### src/aes_pkg.sv
`default_nettype none

package aes_pkg;

  // Job geometry
  localparam int unsigned WORD_BYTES  = 4;
  localparam int unsigned LINE_LENGTH = 8;

  // Decoupling buffer between read and write side
  localparam int unsigned FIFO_DEPTH  = 4;

  // Data and address vectors
  typedef logic [31:0] word_t;
  typedef logic [31:0] addr_t;

  // Whitening key with word 0 in bits 127:96
  typedef logic [127:0] key_t;

  // Word counter within one job
  typedef logic [$clog2(LINE_LENGTH)-1:0] word_idx_t;

  // FIFO pointers and occupancy
  typedef logic [$clog2(FIFO_DEPTH)-1:0] fifo_ptr_t;
  typedef logic [$clog2(FIFO_DEPTH):0]   fifo_cnt_t;

  // Job controller states
  typedef enum logic [1:0] {
    AES_IDLE,
    AES_STARTING,
    AES_WORKING,
    AES_FINISHED
  } aes_state_t;

endpackage

`default_nettype wire

### src/streamer_ctrl_if.sv
`timescale 1ns/1ps
`default_nettype none

interface streamer_ctrl_if;

  logic           req_start;
  logic           ready_start;
  aes_pkg::addr_t base_addr;
  logic           finished;

  // Controller side
  modport ctrl (
    output req_start, base_addr,
    input  ready_start, finished
  );

  // Streamer side
  modport streamer (
    input  req_start, base_addr,
    output ready_start, finished
  );

endinterface

`default_nettype wire

### src/word_fifo_if.sv
`timescale 1ns/1ps
`default_nettype none

interface word_fifo_if;

  logic           push;
  aes_pkg::word_t push_data;
  logic           full;
  logic           pop;
  aes_pkg::word_t pop_data;
  logic           empty;

  modport producer (
    output push, push_data,
    input  full
  );

  modport buffer (
    input  push, push_data, pop,
    output full, pop_data, empty
  );

  modport consumer (
    output pop,
    input  pop_data, empty
  );

endinterface

`default_nettype wire
### src/aes_fsm.sv
`timescale 1ns/1ps
`default_nettype none

module aes_fsm (
  input  wire logic           clk,
  input  wire logic           reset_n,
  input  wire logic           clear_i,
  input  wire logic           start_i,
  input  aes_pkg::addr_t      pt_base_i,
  input  aes_pkg::addr_t      ct_base_i,
  streamer_ctrl_if.ctrl       src_ctrl,
  streamer_ctrl_if.ctrl       snk_ctrl,
  output logic                busy_o,
  output logic                done_o
);

  aes_pkg::aes_state_t state_q, state_d;
  aes_pkg::addr_t      pt_base_q, ct_base_q;
  logic                both_ready;

  assign both_ready = src_ctrl.ready_start && snk_ctrl.ready_start;

  always_ff @(posedge clk or negedge reset_n) begin
    if (!reset_n) begin
      state_q <= aes_pkg::AES_IDLE;
    end else if (clear_i) begin
      state_q <= aes_pkg::AES_IDLE;
    end else begin
      state_q <= state_d;
    end
  end

  // Bases are captured with the start pulse
  always_ff @(posedge clk) begin
    if (state_q == aes_pkg::AES_IDLE && start_i) begin
      pt_base_q <= pt_base_i;
      ct_base_q <= ct_base_i;
    end
  end

  always_comb begin
    state_d = state_q;
    unique case (state_q)
      aes_pkg::AES_IDLE:     if (start_i) state_d = aes_pkg::AES_STARTING;
      aes_pkg::AES_STARTING: if (both_ready) state_d = aes_pkg::AES_WORKING;
      // The sink sees the last write, so it decides when the job ends
      aes_pkg::AES_WORKING:  if (snk_ctrl.finished) state_d = aes_pkg::AES_FINISHED;
      aes_pkg::AES_FINISHED: state_d = aes_pkg::AES_IDLE;
      default:               state_d = aes_pkg::AES_IDLE;
    endcase
  end

  // Both streamers take the job in the same cycle
  assign src_ctrl.req_start = (state_q == aes_pkg::AES_STARTING) && both_ready;
  assign snk_ctrl.req_start = (state_q == aes_pkg::AES_STARTING) && both_ready;
  assign src_ctrl.base_addr = pt_base_q;
  assign snk_ctrl.base_addr = ct_base_q;

  assign busy_o = (state_q != aes_pkg::AES_IDLE);
  assign done_o = (state_q == aes_pkg::AES_FINISHED);

  a_done_single: assert property (@(posedge clk) disable iff (!reset_n)
    done_o |=> !done_o)
    else $error("done_o held for two cycles");

  a_finish_in_working: assert property (@(posedge clk) disable iff (!reset_n)
    snk_ctrl.finished |-> state_q == aes_pkg::AES_WORKING)
    else $error("Sink finished in state %s", state_q.name());

  a_src_finish_in_working: assert property (@(posedge clk) disable iff (!reset_n)
    src_ctrl.finished |-> state_q == aes_pkg::AES_WORKING)
    else $error("Source finished in state %s", state_q.name());

endmodule

`default_nettype wire

### src/aes_hwpe_top.sv
`timescale 1ns/1ps
`default_nettype none

module aes_hwpe_top (
  input  wire logic       clk,
  input  wire logic       reset_n,
  input  wire logic       clear_i,
  input  wire logic       start_i,
  input  aes_pkg::addr_t  pt_base_i,
  input  aes_pkg::addr_t  ct_base_i,
  input  aes_pkg::key_t   key_i,
  output logic            busy_o,
  output logic            done_o,
  // Memory read port
  output logic            rd_req_o,
  output aes_pkg::addr_t  rd_addr_o,
  input  aes_pkg::word_t  rd_data_i,
  // Memory write port
  output logic            wr_req_o,
  output aes_pkg::addr_t  wr_addr_o,
  output aes_pkg::word_t  wr_data_o,
  input  wire logic       wr_ready_i
);

  streamer_ctrl_if src_ctrl ();
  streamer_ctrl_if snk_ctrl ();
  word_fifo_if     fifo_bus ();

  aes_fsm i_fsm (
    .clk       (clk),
    .reset_n   (reset_n),
    .clear_i   (clear_i),
    .start_i   (start_i),
    .pt_base_i (pt_base_i),
    .ct_base_i (ct_base_i),
    .src_ctrl  (src_ctrl.ctrl),
    .snk_ctrl  (snk_ctrl.ctrl),
    .busy_o    (busy_o),
    .done_o    (done_o)
  );

  plaintext_source i_source (
    .clk       (clk),
    .reset_n   (reset_n),
    .clear_i   (clear_i),
    .ctrl      (src_ctrl.streamer),
    .fifo      (fifo_bus.producer),
    .rd_req_o  (rd_req_o),
    .rd_addr_o (rd_addr_o),
    .rd_data_i (rd_data_i)
  );

  word_fifo i_fifo (
    .clk     (clk),
    .reset_n (reset_n),
    .clear_i (clear_i),
    .fifo    (fifo_bus.buffer)
  );

  ciphertext_sink i_sink (
    .clk        (clk),
    .reset_n    (reset_n),
    .clear_i    (clear_i),
    .ctrl       (snk_ctrl.streamer),
    .fifo       (fifo_bus.consumer),
    .key_i      (key_i),
    .wr_req_o   (wr_req_o),
    .wr_ready_i (wr_ready_i),
    .wr_addr_o  (wr_addr_o),
    .wr_data_o  (wr_data_o)
  );

endmodule

`default_nettype wire

### src/ciphertext_sink.sv
`timescale 1ns/1ps
`default_nettype none

module ciphertext_sink (
  input  wire logic          clk,
  input  wire logic          reset_n,
  input  wire logic          clear_i,
  streamer_ctrl_if.streamer  ctrl,
  word_fifo_if.consumer      fifo,
  input  aes_pkg::key_t      key_i,
  output logic               wr_req_o,
  input  wire logic          wr_ready_i,
  output aes_pkg::addr_t     wr_addr_o,
  output aes_pkg::word_t     wr_data_o
);

  logic               active_q;
  logic               out_valid_q;
  aes_pkg::word_idx_t pop_idx_q, wr_cnt_q;
  aes_pkg::key_t      key_q;
  aes_pkg::addr_t     addr_q;
  aes_pkg::word_t     data_q;
  logic [1:0]         key_sel;
  logic               accept, wr_done, last_wr;

  assign accept  = ctrl.req_start && !active_q;
  assign wr_done = out_valid_q && wr_ready_i;
  assign last_wr = wr_done && (wr_cnt_q == aes_pkg::word_idx_t'(aes_pkg::LINE_LENGTH - 1));

  // Refill the output register when it is empty or leaving this cycle
  assign fifo.pop = active_q && !fifo.empty && (!out_valid_q || wr_done);

  // Key word 0 is the top slice, so invert the index
  assign key_sel = ~pop_idx_q[1:0];

  assign ctrl.ready_start = !active_q;
  assign ctrl.finished    = last_wr;

  assign wr_req_o  = out_valid_q;
  assign wr_addr_o = addr_q;
  assign wr_data_o = data_q;

  always_ff @(posedge clk or negedge reset_n) begin
    if (!reset_n) begin
      active_q    <= 1'b0;
      out_valid_q <= 1'b0;
      pop_idx_q   <= '0;
      wr_cnt_q    <= '0;
    end else if (clear_i) begin
      active_q    <= 1'b0;
      out_valid_q <= 1'b0;
      pop_idx_q   <= '0;
      wr_cnt_q    <= '0;
    end else begin
      if (accept) begin
        active_q  <= 1'b1;
        pop_idx_q <= '0;
        wr_cnt_q  <= '0;
      end
      if (fifo.pop) begin
        out_valid_q <= 1'b1;
        pop_idx_q   <= pop_idx_q + 1'b1;
      end else if (wr_done) begin
        out_valid_q <= 1'b0;
      end
      if (wr_done) wr_cnt_q <= wr_cnt_q + 1'b1;
      if (last_wr) active_q <= 1'b0;
    end
  end

  // Key, address and output data registers
  always_ff @(posedge clk) begin
    if (accept) begin
      key_q  <= key_i;
      addr_q <= ctrl.base_addr;
    end else if (wr_done) begin
      addr_q <= addr_q + aes_pkg::addr_t'(aes_pkg::WORD_BYTES);
    end
    if (fifo.pop) begin
      data_q <= fifo.pop_data ^ key_q[32 * key_sel +: 32];
    end
  end

  a_hold_on_stall: assert property (@(posedge clk) disable iff (!reset_n || clear_i)
    wr_req_o && !wr_ready_i |=> wr_req_o && $stable(wr_addr_o) && $stable(wr_data_o))
    else $error("Write request changed while stalled");

endmodule

`default_nettype wire

### src/plaintext_source.sv
`timescale 1ns/1ps
`default_nettype none

module plaintext_source (
  input  wire logic          clk,
  input  wire logic          reset_n,
  input  wire logic          clear_i,
  streamer_ctrl_if.streamer  ctrl,
  word_fifo_if.producer      fifo,
  output logic               rd_req_o,
  output aes_pkg::addr_t     rd_addr_o,
  input  aes_pkg::word_t     rd_data_i
);

  logic               active_q;
  logic               pending_q;
  aes_pkg::word_idx_t count_q;
  aes_pkg::addr_t     addr_q;
  logic               accept;
  logic               last_push;

  assign accept = ctrl.req_start && !active_q;

  // One read in flight, so pushes and requests never overlap
  assign rd_req_o  = active_q && !pending_q && !fifo.full;
  assign rd_addr_o = addr_q;

  // Read data comes back one cycle after the request
  assign fifo.push      = pending_q;
  assign fifo.push_data = rd_data_i;

  assign last_push = pending_q &&
                     (count_q == aes_pkg::word_idx_t'(aes_pkg::LINE_LENGTH - 1));

  assign ctrl.ready_start = !active_q;
  assign ctrl.finished    = last_push;

  always_ff @(posedge clk or negedge reset_n) begin
    if (!reset_n) begin
      active_q  <= 1'b0;
      pending_q <= 1'b0;
      count_q   <= '0;
    end else if (clear_i) begin
      active_q  <= 1'b0;
      pending_q <= 1'b0;
      count_q   <= '0;
    end else begin
      pending_q <= rd_req_o;
      if (accept) begin
        active_q <= 1'b1;
        count_q  <= '0;
      end else if (pending_q) begin
        count_q <= count_q + 1'b1;
        if (last_push) active_q <= 1'b0;
      end
    end
  end

  always_ff @(posedge clk) begin
    if (accept) begin
      addr_q <= ctrl.base_addr;
    end else if (rd_req_o) begin
      addr_q <= addr_q + aes_pkg::addr_t'(aes_pkg::WORD_BYTES);
    end
  end

  a_no_push_full: assert property (@(posedge clk) disable iff (!reset_n)
    fifo.push |-> !fifo.full)
    else $error("Push into a full FIFO");

endmodule

`default_nettype wire

### src/word_fifo.sv
`timescale 1ns/1ps
`default_nettype none

module word_fifo (
  input  wire logic    clk,
  input  wire logic    reset_n,
  input  wire logic    clear_i,
  word_fifo_if.buffer  fifo
);

  aes_pkg::word_t     mem_q [aes_pkg::FIFO_DEPTH];
  aes_pkg::fifo_ptr_t wr_ptr_q, rd_ptr_q;
  aes_pkg::fifo_cnt_t count_q;
  logic               do_push, do_pop;

  assign fifo.full  = (count_q == aes_pkg::fifo_cnt_t'(aes_pkg::FIFO_DEPTH));
  assign fifo.empty = (count_q == '0);

  // Guarded so a misbehaving neighbour cannot corrupt the count
  assign do_push = fifo.push && !fifo.full;
  assign do_pop  = fifo.pop && !fifo.empty;

  // Head of the queue
  assign fifo.pop_data = mem_q[rd_ptr_q];

  always_ff @(posedge clk or negedge reset_n) begin
    if (!reset_n) begin
      wr_ptr_q <= '0;
      rd_ptr_q <= '0;
      count_q  <= '0;
    end else if (clear_i) begin
      wr_ptr_q <= '0;
      rd_ptr_q <= '0;
      count_q  <= '0;
    end else begin
      if (do_push) wr_ptr_q <= wr_ptr_q + 1'b1;
      if (do_pop) rd_ptr_q <= rd_ptr_q + 1'b1;
      // Pointers wrap on their own since depth is a power of two
      unique case ({do_push, do_pop})
        2'b10:   count_q <= count_q + 1'b1;
        2'b01:   count_q <= count_q - 1'b1;
        default: count_q <= count_q;
      endcase
    end
  end

  always_ff @(posedge clk) begin
    if (do_push) begin
      mem_q[wr_ptr_q] <= fifo.push_data;
    end
  end

  a_no_pop_empty: assert property (@(posedge clk) disable iff (!reset_n)
    fifo.pop |-> !fifo.empty)
    else $error("Pop from an empty FIFO");

endmodule

`default_nettype wire

### config.mk
export PLATFORM = sky130hd
export DESIGN_NAME = aes_hwpe_top
export DESIGN_NICKNAME = d
export VERILOG_FILES = /design/src/aes_pkg.sv /design/src/streamer_ctrl_if.sv /design/src/word_fifo_if.sv /design/src/aes_fsm.sv /design/src/aes_hwpe_top.sv /design/src/ciphertext_sink.sv /design/src/plaintext_source.sv /design/src/word_fifo.sv
export SDC_FILE = /design/constraint.sdc
export NUM_CORES = 1
export LEC_CHECK = 0
export BUFFER_PORTS_ARGS = -buffer_cell sky130_fd_sc_hd__buf_2
export CORE_MARGIN = 3
export CORE_UTILIZATION = 51
export CTS_CLUSTER_DIAMETER = 50
export CTS_CLUSTER_SIZE = 30
export DETAILED_ROUTE_END_ITERATION = 10
export HOLD_SLACK_MARGIN = 0.06
export PLACE_DENSITY = 0.78
export SYNTH_ARGS = -nofsm -noshare
export SYNTH_HDL_FRONTEND = slang
export SYNTH_SLANG_ARGS = --single-unit
### constraint.sdc
create_clock -name clk -period 16.1 [get_ports clk]
set_clock_uncertainty 0.2 [all_clocks]
set_input_delay 2.415 -clock clk [delete_from_list [all_inputs] [get_ports clk]]
set_output_delay 2.415 -clock clk [all_outputs]
set_load 0.02 [all_outputs]
# Yosys cells after proc, flatten, opt, wreduce, memory -nomap -nowiden
# Memories as Yosys holds them, arrays and structs flattened.
# Cells that the tools add are included.
# Widths: inputs -> output; s select.
# totals
regBits	310
ram_bits	128
output_inout_bits	100
elab_cells	114
memories	1
# classes
addsub	9
n_eq_ne	11
shift	1
n_mux	36
bitwise	2
n_reduce_logical	37
# memory_table
name	depth	width	read_ports	rd_ports_with_merged_regs	wr	line_no	rtl
i_fifo.mem_q	4	32	1	0	1	word_fifo.sv:11	aes_pkg::word_t mem_q [aes_pkg::FIFO_DEPTH];
# ops
operator	count
$mux 32	4
$shiftx 128x8->32	1
$add 32x3->32 const B	2
$xor 32x32->32	1
$mux 3	9
$reduce_bool 3->1	7
$mux 2	8
$logic_and 1x1->1	14
$mux 1	13
$add 3x1->3 const B	4
$reduce_bool 2->1	5
$eq 3x3->1 const B	3
$pmux 2 s4	1
$eq 2x2->1 const B	3
$logic_not 1->1	6
$ne 3x2->1 const B	2
$pmux 3 s2	1
$add 2x1->2 const B	2
$eq 2x1->1 const B	2
$logic_not 3->1	1
$ne 3x3->1 const B	1
$reduce_and 3->1	1
$sub 3x1->3 const B	1
$logic_not 2->1	1
3 further kinds	3

# Logic depth before layout (Yosys ltp)
# Gate-level depths: netlist (run 1).
# depth
ltp_word	8
ltp_mapped	10
mapped_depth_nobuf	8

# By module
# A second synthesis (run 1) with hierarchy kept.
# unflattened
hier_cells	1024
hier_area_um2	17773.3
# by_module_without_submodules
mod	n_inst	cells_per_inst	area_each_um2	seq_area_each_um2
ciphertext_sink	1	462	8116.5	5940.7
word_fifo	1	228	5183.7	4018.9
plaintext_source	1	248	2359.8	1086.0
aes_fsm	1	86	2113.3	1971.9

# Worst setup path before layout (run 1)
# Ideal clock, no wire load.
# synth_timing
path_type	register to register
startpoint	reg i_fsm.state_q[1]
endpoint	reg i_sink.addr_q[26], in the netlist i_sink.wr_addr_o[26], data pin
setup_ns	0.160
arrival_time_ns	5.064
required_ns	15.740
slack_ns	10.676
path_stages_with_launch	8
synth_period_minus_slack_ns	5.424
cell_sequence	dfrtp_1 inv_1 ha_1 nand2_1 inv_2 clkbuf_1 nand2_1 o21ai_2
# synth_via
elab_chain_len	4
# synth_lines
item	line_no	rtl
start, declared	aes_fsm.sv:17	aes_pkg::aes_state_t state_q, state_d;
start signal, assigned	aes_fsm.sv:25	state_q <= aes_pkg::AES_IDLE;
start signal, assigned	aes_fsm.sv:27	state_q <= aes_pkg::AES_IDLE;
start signal, assigned	aes_fsm.sv:29	state_q <= state_d;
$eq 2x1->1	aes_fsm.sv:55	assign snk_ctrl.req_start = (state_q == aes_pkg::AES_STARTING) && both_ready;
$logic_and 1x1->1	aes_fsm.sv:55	
$logic_and 1x1->1	ciphertext_sink.sv:26	assign accept = ctrl.req_start && !active_q;
named net i_sink.accept	ciphertext_sink.sv:24	logic accept, wr_done, last_wr;
$mux 32	ciphertext_sink.sv:73	if (accept) begin
end signal, assigned	ciphertext_sink.sv:75	addr_q <= ctrl.base_addr;
end signal, assigned	ciphertext_sink.sv:77	addr_q <= addr_q + aes_pkg::addr_t'(aes_pkg::WORD_BYTES);
end, declared	ciphertext_sink.sv:21	aes_pkg::addr_t addr_q;
# The timed path passes the listed nets, and every way through them passes these cells.
# A chain may end at the register's enable or synchronous reset.

# Worst setup path in the final report (run 1)
# layout_timing
startpoint	reg i_fifo.count_q[0]
endpoint	out rd_req_o
# layout_via
elab_chain_len	3
# layout_lines
item	line_no	rtl
start, declared	word_fifo.sv:13	aes_pkg::fifo_cnt_t count_q;
start signal, assigned	word_fifo.sv:40	2'b10: count_q <= count_q + 1'b1;
start signal, assigned	word_fifo.sv:41	2'b01: count_q <= count_q - 1'b1;
start signal, assigned	word_fifo.sv:42	default: count_q <= count_q;
$eq 3x3->1	word_fifo.sv:16	assign fifo.full = (count_q == aes_pkg::fifo_cnt_t'(aes_pkg::FIFO_DEPTH));
$logic_not 1->1	plaintext_source.sv:25	assign rd_req_o = active_q && !pending_q && !fifo.full;
$logic_and 1x1->1	plaintext_source.sv:25	
end, declared	aes_hwpe_top.sv:15	output logic rd_req_o,
# No other way between the ends.

==> impl_metrics.yaml, run 1 <==
drt:
  post_drt_wl_per_cell_um: 20.0
  drt-initial-drc-count: 592
  via_count: 9481
  ant_nets: 0
  wl_um: 35300
  drc: 0
  post_drt_via_cell_ratio: 5.37
  first_pass_iters: 4
grt:
  antenna_found_initial: 11
  track_usage: 0.196
  grt_max_degree: 157
  grt_pass1_vias: 9618
  overflow: 0
  grt_pass1_wl_um: 54200
sta:
  finalHoldViolCount: 0
  final.setup.tns_ps: 0
  setup_ws_ps: 11650
  grt_setup_unrepaired: "false"
  fmax_mhz: 225
  period_share: 0.277
  drv_slew: 0
  worstMarginPinSlew_ps: 996
  fin_crit_ps: 4450
  finalSetupViolCount: 0
  slew-limit-headroom: 0.336
power:
  p_leak_nw: 7.43
  peakVddDrop_v: 0.000138
  power_density_nw_per_um2: 169
critical_path:
  r2r-end: "i_sink.key_q[99]"
  required_ps: 13490
  rrSetupSlack_ps: 13060
  path_cells: "or3b_1 > nand3b_1 > inv_1 > buf_2"
  r2r-start: "i_fsm.state_q[1]"
  critPathMaxFanout: 8
  arrival_ps: 1840
  endpoint_kind: "output port"
  worstSetupStartpointType: "flop"
  slowest_stage: "or3b_1"
  critPathMaxStageDelay_ps: 470
  critPathKind: "flop to output port"
  reg2reg_depth: 5
logic_synthesis:
  synth-seq-cells: 437
  ys_seq_area_frac: 0.757
  synth_area_leader_cell: "edfxtp_1"
  synth.top_cell.area_share: 0.727
  async_flop_share: 0.0481
  ys_types: 36
  syn_area_um2: 17200
  synth_area_leaders: "edfxtp_1 73%, mux4_2 8.4%, xor2_1 4.0%"
  synthCells: 940
  ys.flop_type: "edfxtp_1"
  syn_avg_cell_area_um2: 18.3
  synth.top_cells.by_count: "416 x edfxtp_1, 78 x xor2_1, 74 x nand2_1, 64 x mux4_2, 43 x o21ai_0"
  synth_warnings: 0
  syn_nets: 1184
  synth.most_common_cell: "edfxtp_1"
  synth_edf_count: 416
cts:
  cts_inserted_buffers: 41
  clkSlewWorstSetupHoldPaths_ps: 80
  cts_hold_buf: 0
  cts_root_buffer: "clkbuf_16"
  tritoncts: "yes"
  clock-sinks: 437
  htreeDepth: 2
  insertion_delay_ps: 540
  clock_path_buffers: 3
  cts_resized: 0
  cts_setup_buffers: 0
placed_design:
  io_buffers: 328
  place_ws_ps: 11420
  gp_congestion: 0.818
  place_hpwl_um: 23100
die:
  core_region_area_um2: 32900
  die_y_um: 190
  initial_core_util: 0.523
  dieArea_um2: 36000
  die_w_um: 190
  rows: 66
  pin_count: 329
worst_hold_path:
  min_to: "i_sink.wr_addr_o[3]"
  holdCritStartpoint: "i_fsm.snk_ctrl.base_addr[3]"
  worstHoldPathType: "flop to flop"
  min_path_cells: 2
finish:
  drive_above_1_share: 0.373
  nNetsFinal: 1526
  nFillCells: 2343
  areaGrowthSynthToFinish_pct: 20.5
run:
  max-cap-violations: 0
run_status:
  status: "finished, final reports clean"
[report_power, final]
part           internal [W]  total, W  switching [W]  leakage (nW)
registers           0.00162   0.00177       0.000144          4.12
logic              0.000262  0.000760       0.000499          2.63
clock network      0.000527  0.000974       0.000448         0.678
total               0.00241   0.00350        0.00109          7.43
[area by class of cell]
cell class,instances,area [um2],area share
Sequential cell,437,13000,0.628
Multi-Input combinational cell,455,3990,0.192
Timing Repair Buffer,336,1700,0.0821
Clock buffer,44,1080,0.0521
Tap cell,442,553,0.0267
Clock inverter,32,312,0.0150
Inverter,11,48.8,0.00235
Antenna cell,7,17.5,0.000845
[metrics by stage]
stage	power, W	hold slack, ps	area (um2)	util	instances
6_report	0.00350	317	20700	0.631	1764
5_1_grt	0.00367	345	20700	0.630	1760
4_1_cts	0.00353	316	20700	0.630	1757
3_5_place_dp	0.00255	299	19300	0.588	1681
3_3_place_gp	0.00252	292	19300	0.588	1681
2_1_floorplan	0.00229	284	17200	-	940
[cells in the final DEF, fill, tap and decap left out, types with 15 or more instances in the layout]
cell	instances
nand3_1	35
nand4_1	17
nor2_1	29
clkbuf_16	43
a21oi_1	15
xor2_1	78
mux4_2	64
nand2_1	74
edfxtp_1	416
xnor2_1	17
o21ai_0	43
dfrtp_1	17
buf_2	328
[metal layers]
layer | global-route usage | part of all wire | vias to the layer above
li1 | - | - | 4349
met1 | 0.253 | 0.39 | 4659
met2 | 0.318 | 0.48 | 385
met3 | 0.0674 | 0.11 | 76
met4 | 0.0572 | 0.024 | 12
met5 | 0 | 0.0021 | -
[cells by family (layout without fill, tap and decap cells)]
| kind of cell | after synthesis | after routing | synth area share |
|---|---|---|---|
| AO/OA/AOI/OAI | 70 | 70 | 0.0210 |
| XOR/XNOR | 96 | 96 | 0.0500 |
| adder cells (fa/ha/maj) | 15 | 15 | 0.0114 |
| buffers and inverters | 48 | 423 | 0.0117 |
| flip-flops | 437 | 437 | 0.757 |
| multiplexers | 72 | 72 | 0.0886 |
| other | 0 | 7 | 0 |
| AND/OR/NAND/NOR | 202 | 202 | 0.0603 |
[worst max-delay path: cells and delay by family, from the launching register on]
family,cells,cell delay (ps)
buffers and inverters,2,200
DFF,1,440
and+or+nand+nor,2,650
[worst max path at each step]
stage | cells past startpoint | slack [ps] | startpoint | endpoint
after floorplan | 7 | 10680 | i_fsm.state_q[1] | i_sink.wr_addr_o[26]
after global placement | 10 | 11440 | wr_ready_i | i_fifo.count_q[2]
after detailed placement | 10 | 11420 | wr_ready_i | i_fifo.count_q[2]
after CTS | 4 | 11630 | i_fifo.count_q[0] | rd_req_o
after global routing | 4 | 11490 | i_fifo.count_q[0] | rd_req_o
final | 4 | 11650 | i_fifo.count_q[0] | rd_req_o
[registers in the layout, indices dropped and copies added (netlist names), 32 cells and up]
| name | flops |
|---|---|
| i_sink.key_q | 128 |
| i_sink.wr_data_o | 32 |
| i_fsm.src_ctrl.base_addr | 32 |
| i_source.rd_addr_o | 32 |
| i_fifo.mem_q | 128 |
| i_fsm.snk_ctrl.base_addr | 32 |
| i_sink.wr_addr_o | 32 |
Power figures use the tool's default switching activity.
==> run 2, diff against run 1 <==
--- a/config.mk
+++ b/config.mk
@@ -7,12 +7,12 @@
 export LEC_CHECK = 0
 export BUFFER_PORTS_ARGS = -buffer_cell sky130_fd_sc_hd__buf_2
 export CORE_MARGIN = 3
-export CORE_UTILIZATION = 51
+export CORE_UTILIZATION = 50
 export CTS_CLUSTER_DIAMETER = 50
 export CTS_CLUSTER_SIZE = 30
 export DETAILED_ROUTE_END_ITERATION = 10
 export HOLD_SLACK_MARGIN = 0.06
-export PLACE_DENSITY = 0.78
+export PLACE_DENSITY = 0.8
 export SYNTH_ARGS = -nofsm -noshare
 export SYNTH_HDL_FRONTEND = slang
 export SYNTH_SLANG_ARGS = --single-unit
==> constraint.sdc (replaced) <==
create_clock -name clk -period 4 [get_ports clk]
set_clock_uncertainty 0.2 [all_clocks]
set_input_delay 0.6 -clock clk [delete_from_list [all_inputs] [get_ports clk]]
set_output_delay 0.6 -clock clk [all_outputs]
set_load 0.02 [all_outputs]
==> run 2 against run 1 <==
Worst hold slack worse by 220 ps. Largest power group unchanged. Setup slack worse by 10000 ps. Sequential share of layout area is 6.2 points lower. First-iteration DRC count is 35% higher. Clock power grew to 4.1 times the previous value. Largest cell class unchanged. Register-to-register slack worse by 12000 ps.
==> impl_metrics.yaml, run 2 (synthesis gave the netlist of run 1 again) <==
sta:
  slew-limit-headroom: 0.331
  fin_crit_ps: 2680
  worstMarginPinSlew_ps: 1000
  finalHoldViolCount: 0
  final.setup.tns_ps: 0
  drv_slew: 0
  fmax_mhz: 374
  grt_setup_unrepaired: "false"
  period_share: 0.669
  holdWs_ps: 92.0
  finalSetupViolCount: 0
finish:
  final_common_cell: "edfxtp_1"
  layout_common_cells: "416 x edfxtp_1, 328 x buf_2, 223 x dlygate4sd3_1"
  areaGrowthSynthToFinish_pct: 33.8
  nNetsFinal: 1752
  drive_above_1_share: 0.321
  top_regs: "i_fifo.mem_q (128), i_sink.key_q (128)"
  nFillCells: 2082
critical_path:
  rrSetupSlack_ps: 1480
  critPathKind: "flop to output port"
  crit_start: "i_fifo.count_q[1]"
  r2r-start: "i_fsm.state_q[1]"
  endpoint_kind: "output port"
  r2r-end: "i_sink.key_q[4]"
  critPathMaxFanout: 8
  reg2reg_depth: 6
  crit_end: "rd_req_o"
  worstSetupStartpointType: "flop"
  arrival_ps: 1880
  required_ps: 3200
grt:
  grt_pass1_vias: 11300
  grt_pass1_wl_um: 65700
  antenna_found_initial: 3
  track_usage: 0.238
  grt_max_degree: 116
  overflow: 0
run:
  max-cap-violations: 0
worst_hold_path:
  worstHoldPathType: "primary input to flop"
power:
  p_total_w: 0.0145
  peakVddDrop_v: 0.000520
  p_leak_nw: 8.38
  power_density_nw_per_um2: 630
die:
  pin_count: 329
  dieArea_um2: 36600
  initial_core_util: 0.510
  core_region_area_um2: 33700
  die_w_um: 191
  rows: 67
  die_y_um: 191
cts:
  clock_path_buffers: 3
  insertion_delay_ps: 580
  tritoncts: "yes"
  htreeDepth: 2
  cts_setup_buffers: 0
  cts_inserted_buffers: 40
  cts_resized: 0
  clock-sinks: 437
  clkSlewWorstSetupHoldPaths_ps: 70
  cts_root_buffer: "clkbuf_16"
run_status:
  status: "finished, final reports clean"
drt:
  post_drt_wl_per_cell_um: 21.8
  drt-initial-drc-count: 798
  post_drt_via_cell_ratio: 5.36
  drc: 0
  first_pass_iters: 5
  ant_nets: 0
  wl_um: 43300
  via_count: 10700
placed_design:
  gp_congestion: 0.820
  place_hpwl_um: 23900
  io_buffers: 328
-- run 2: cell count changes in the layout (fill, tap and decap cells not counted), moves of 2 or more --
cell           change
dlygate4sd3_1    +223
diode_2            -5
inv_6              -5
clkbuf_16          -3
clkinv_1           -3
clkinv_8           +3
buf_12             +2
buf_4              +2
bufinv_16          +2
-- run 2: stage by stage --
stage,cell area [um2],worst slack [ps],utilization,std cells
after floorplan,17200,650,-,940
after global placement,19400,1510,0.575,1691
after detailed placement,19400,1450,0.575,1691
after CTS,23000,1290,0.683,1985
after global routing,23000,1230,0.683,1987
final,23000,1320,0.683,1987
-- run 2: timing repair --
item                                    in CTS  in global routing
hold buffers                               223                  0
endpoints found under the setup margin       0                  0
endpoints found under the hold margin      330                  0
-- run 2: layout make-up --
class	count	area [um2]	area share
tap	448	561	0.0244
sequential	437	13000	0.566
inverter	11	48.8	0.00212
clock buffer	41	1000	0.0437
multi-input combinational	455	3990	0.173
timing repair buffer	563	3990	0.173
antenna	2	5.00	0.000218
clock inverter	30	389	0.0169
-- run 2: worst min-delay path by stage --
stage,start,cells after the start,endpoint
floorplan,reset_n,0,i_fifo.count_q[0]
global placement,i_fsm.src_ctrl.base_addr[3],2,i_source.rd_addr_o[3]
detailed placement,i_fsm.snk_ctrl.base_addr[3],2,i_sink.wr_addr_o[3]
CTS,rd_data_i[23],1,i_fifo.mem_q[1][23]
global route,rd_data_i[26],1,i_fifo.mem_q[2][26]
finish,rd_data_i[26],1,i_fifo.mem_q[3][26]
-- run 2: power by group --
group | switching [W] | leakage [nW] | internal [W]
Clock | 0.00188 | 0.669 | 0.00214
Sequential | 0.000661 | 4.12 | 0.00652
Combinational | 0.00207 | 3.59 | 0.00124
Total | 0.00461 | 8.38 | 0.00990
-- run 2: critical path: stages, from the launching register on --
cell      delay (ps)
dfrtp_1          420
or3b_1           490
nand3b_1         190
inv_1             70
buf_2            160
-- run 2: routing by layer --
metal / vias up / global-route usage / wire [um]
met4: 2 / 0.0756 / 1180
met3: 84 / 0.0517 / 3610
met5: - / 0 / 7
li1: 4787 / - / -
met1: 5234 / 0.298 / 16000
met2: 550 / 0.415 / 22500
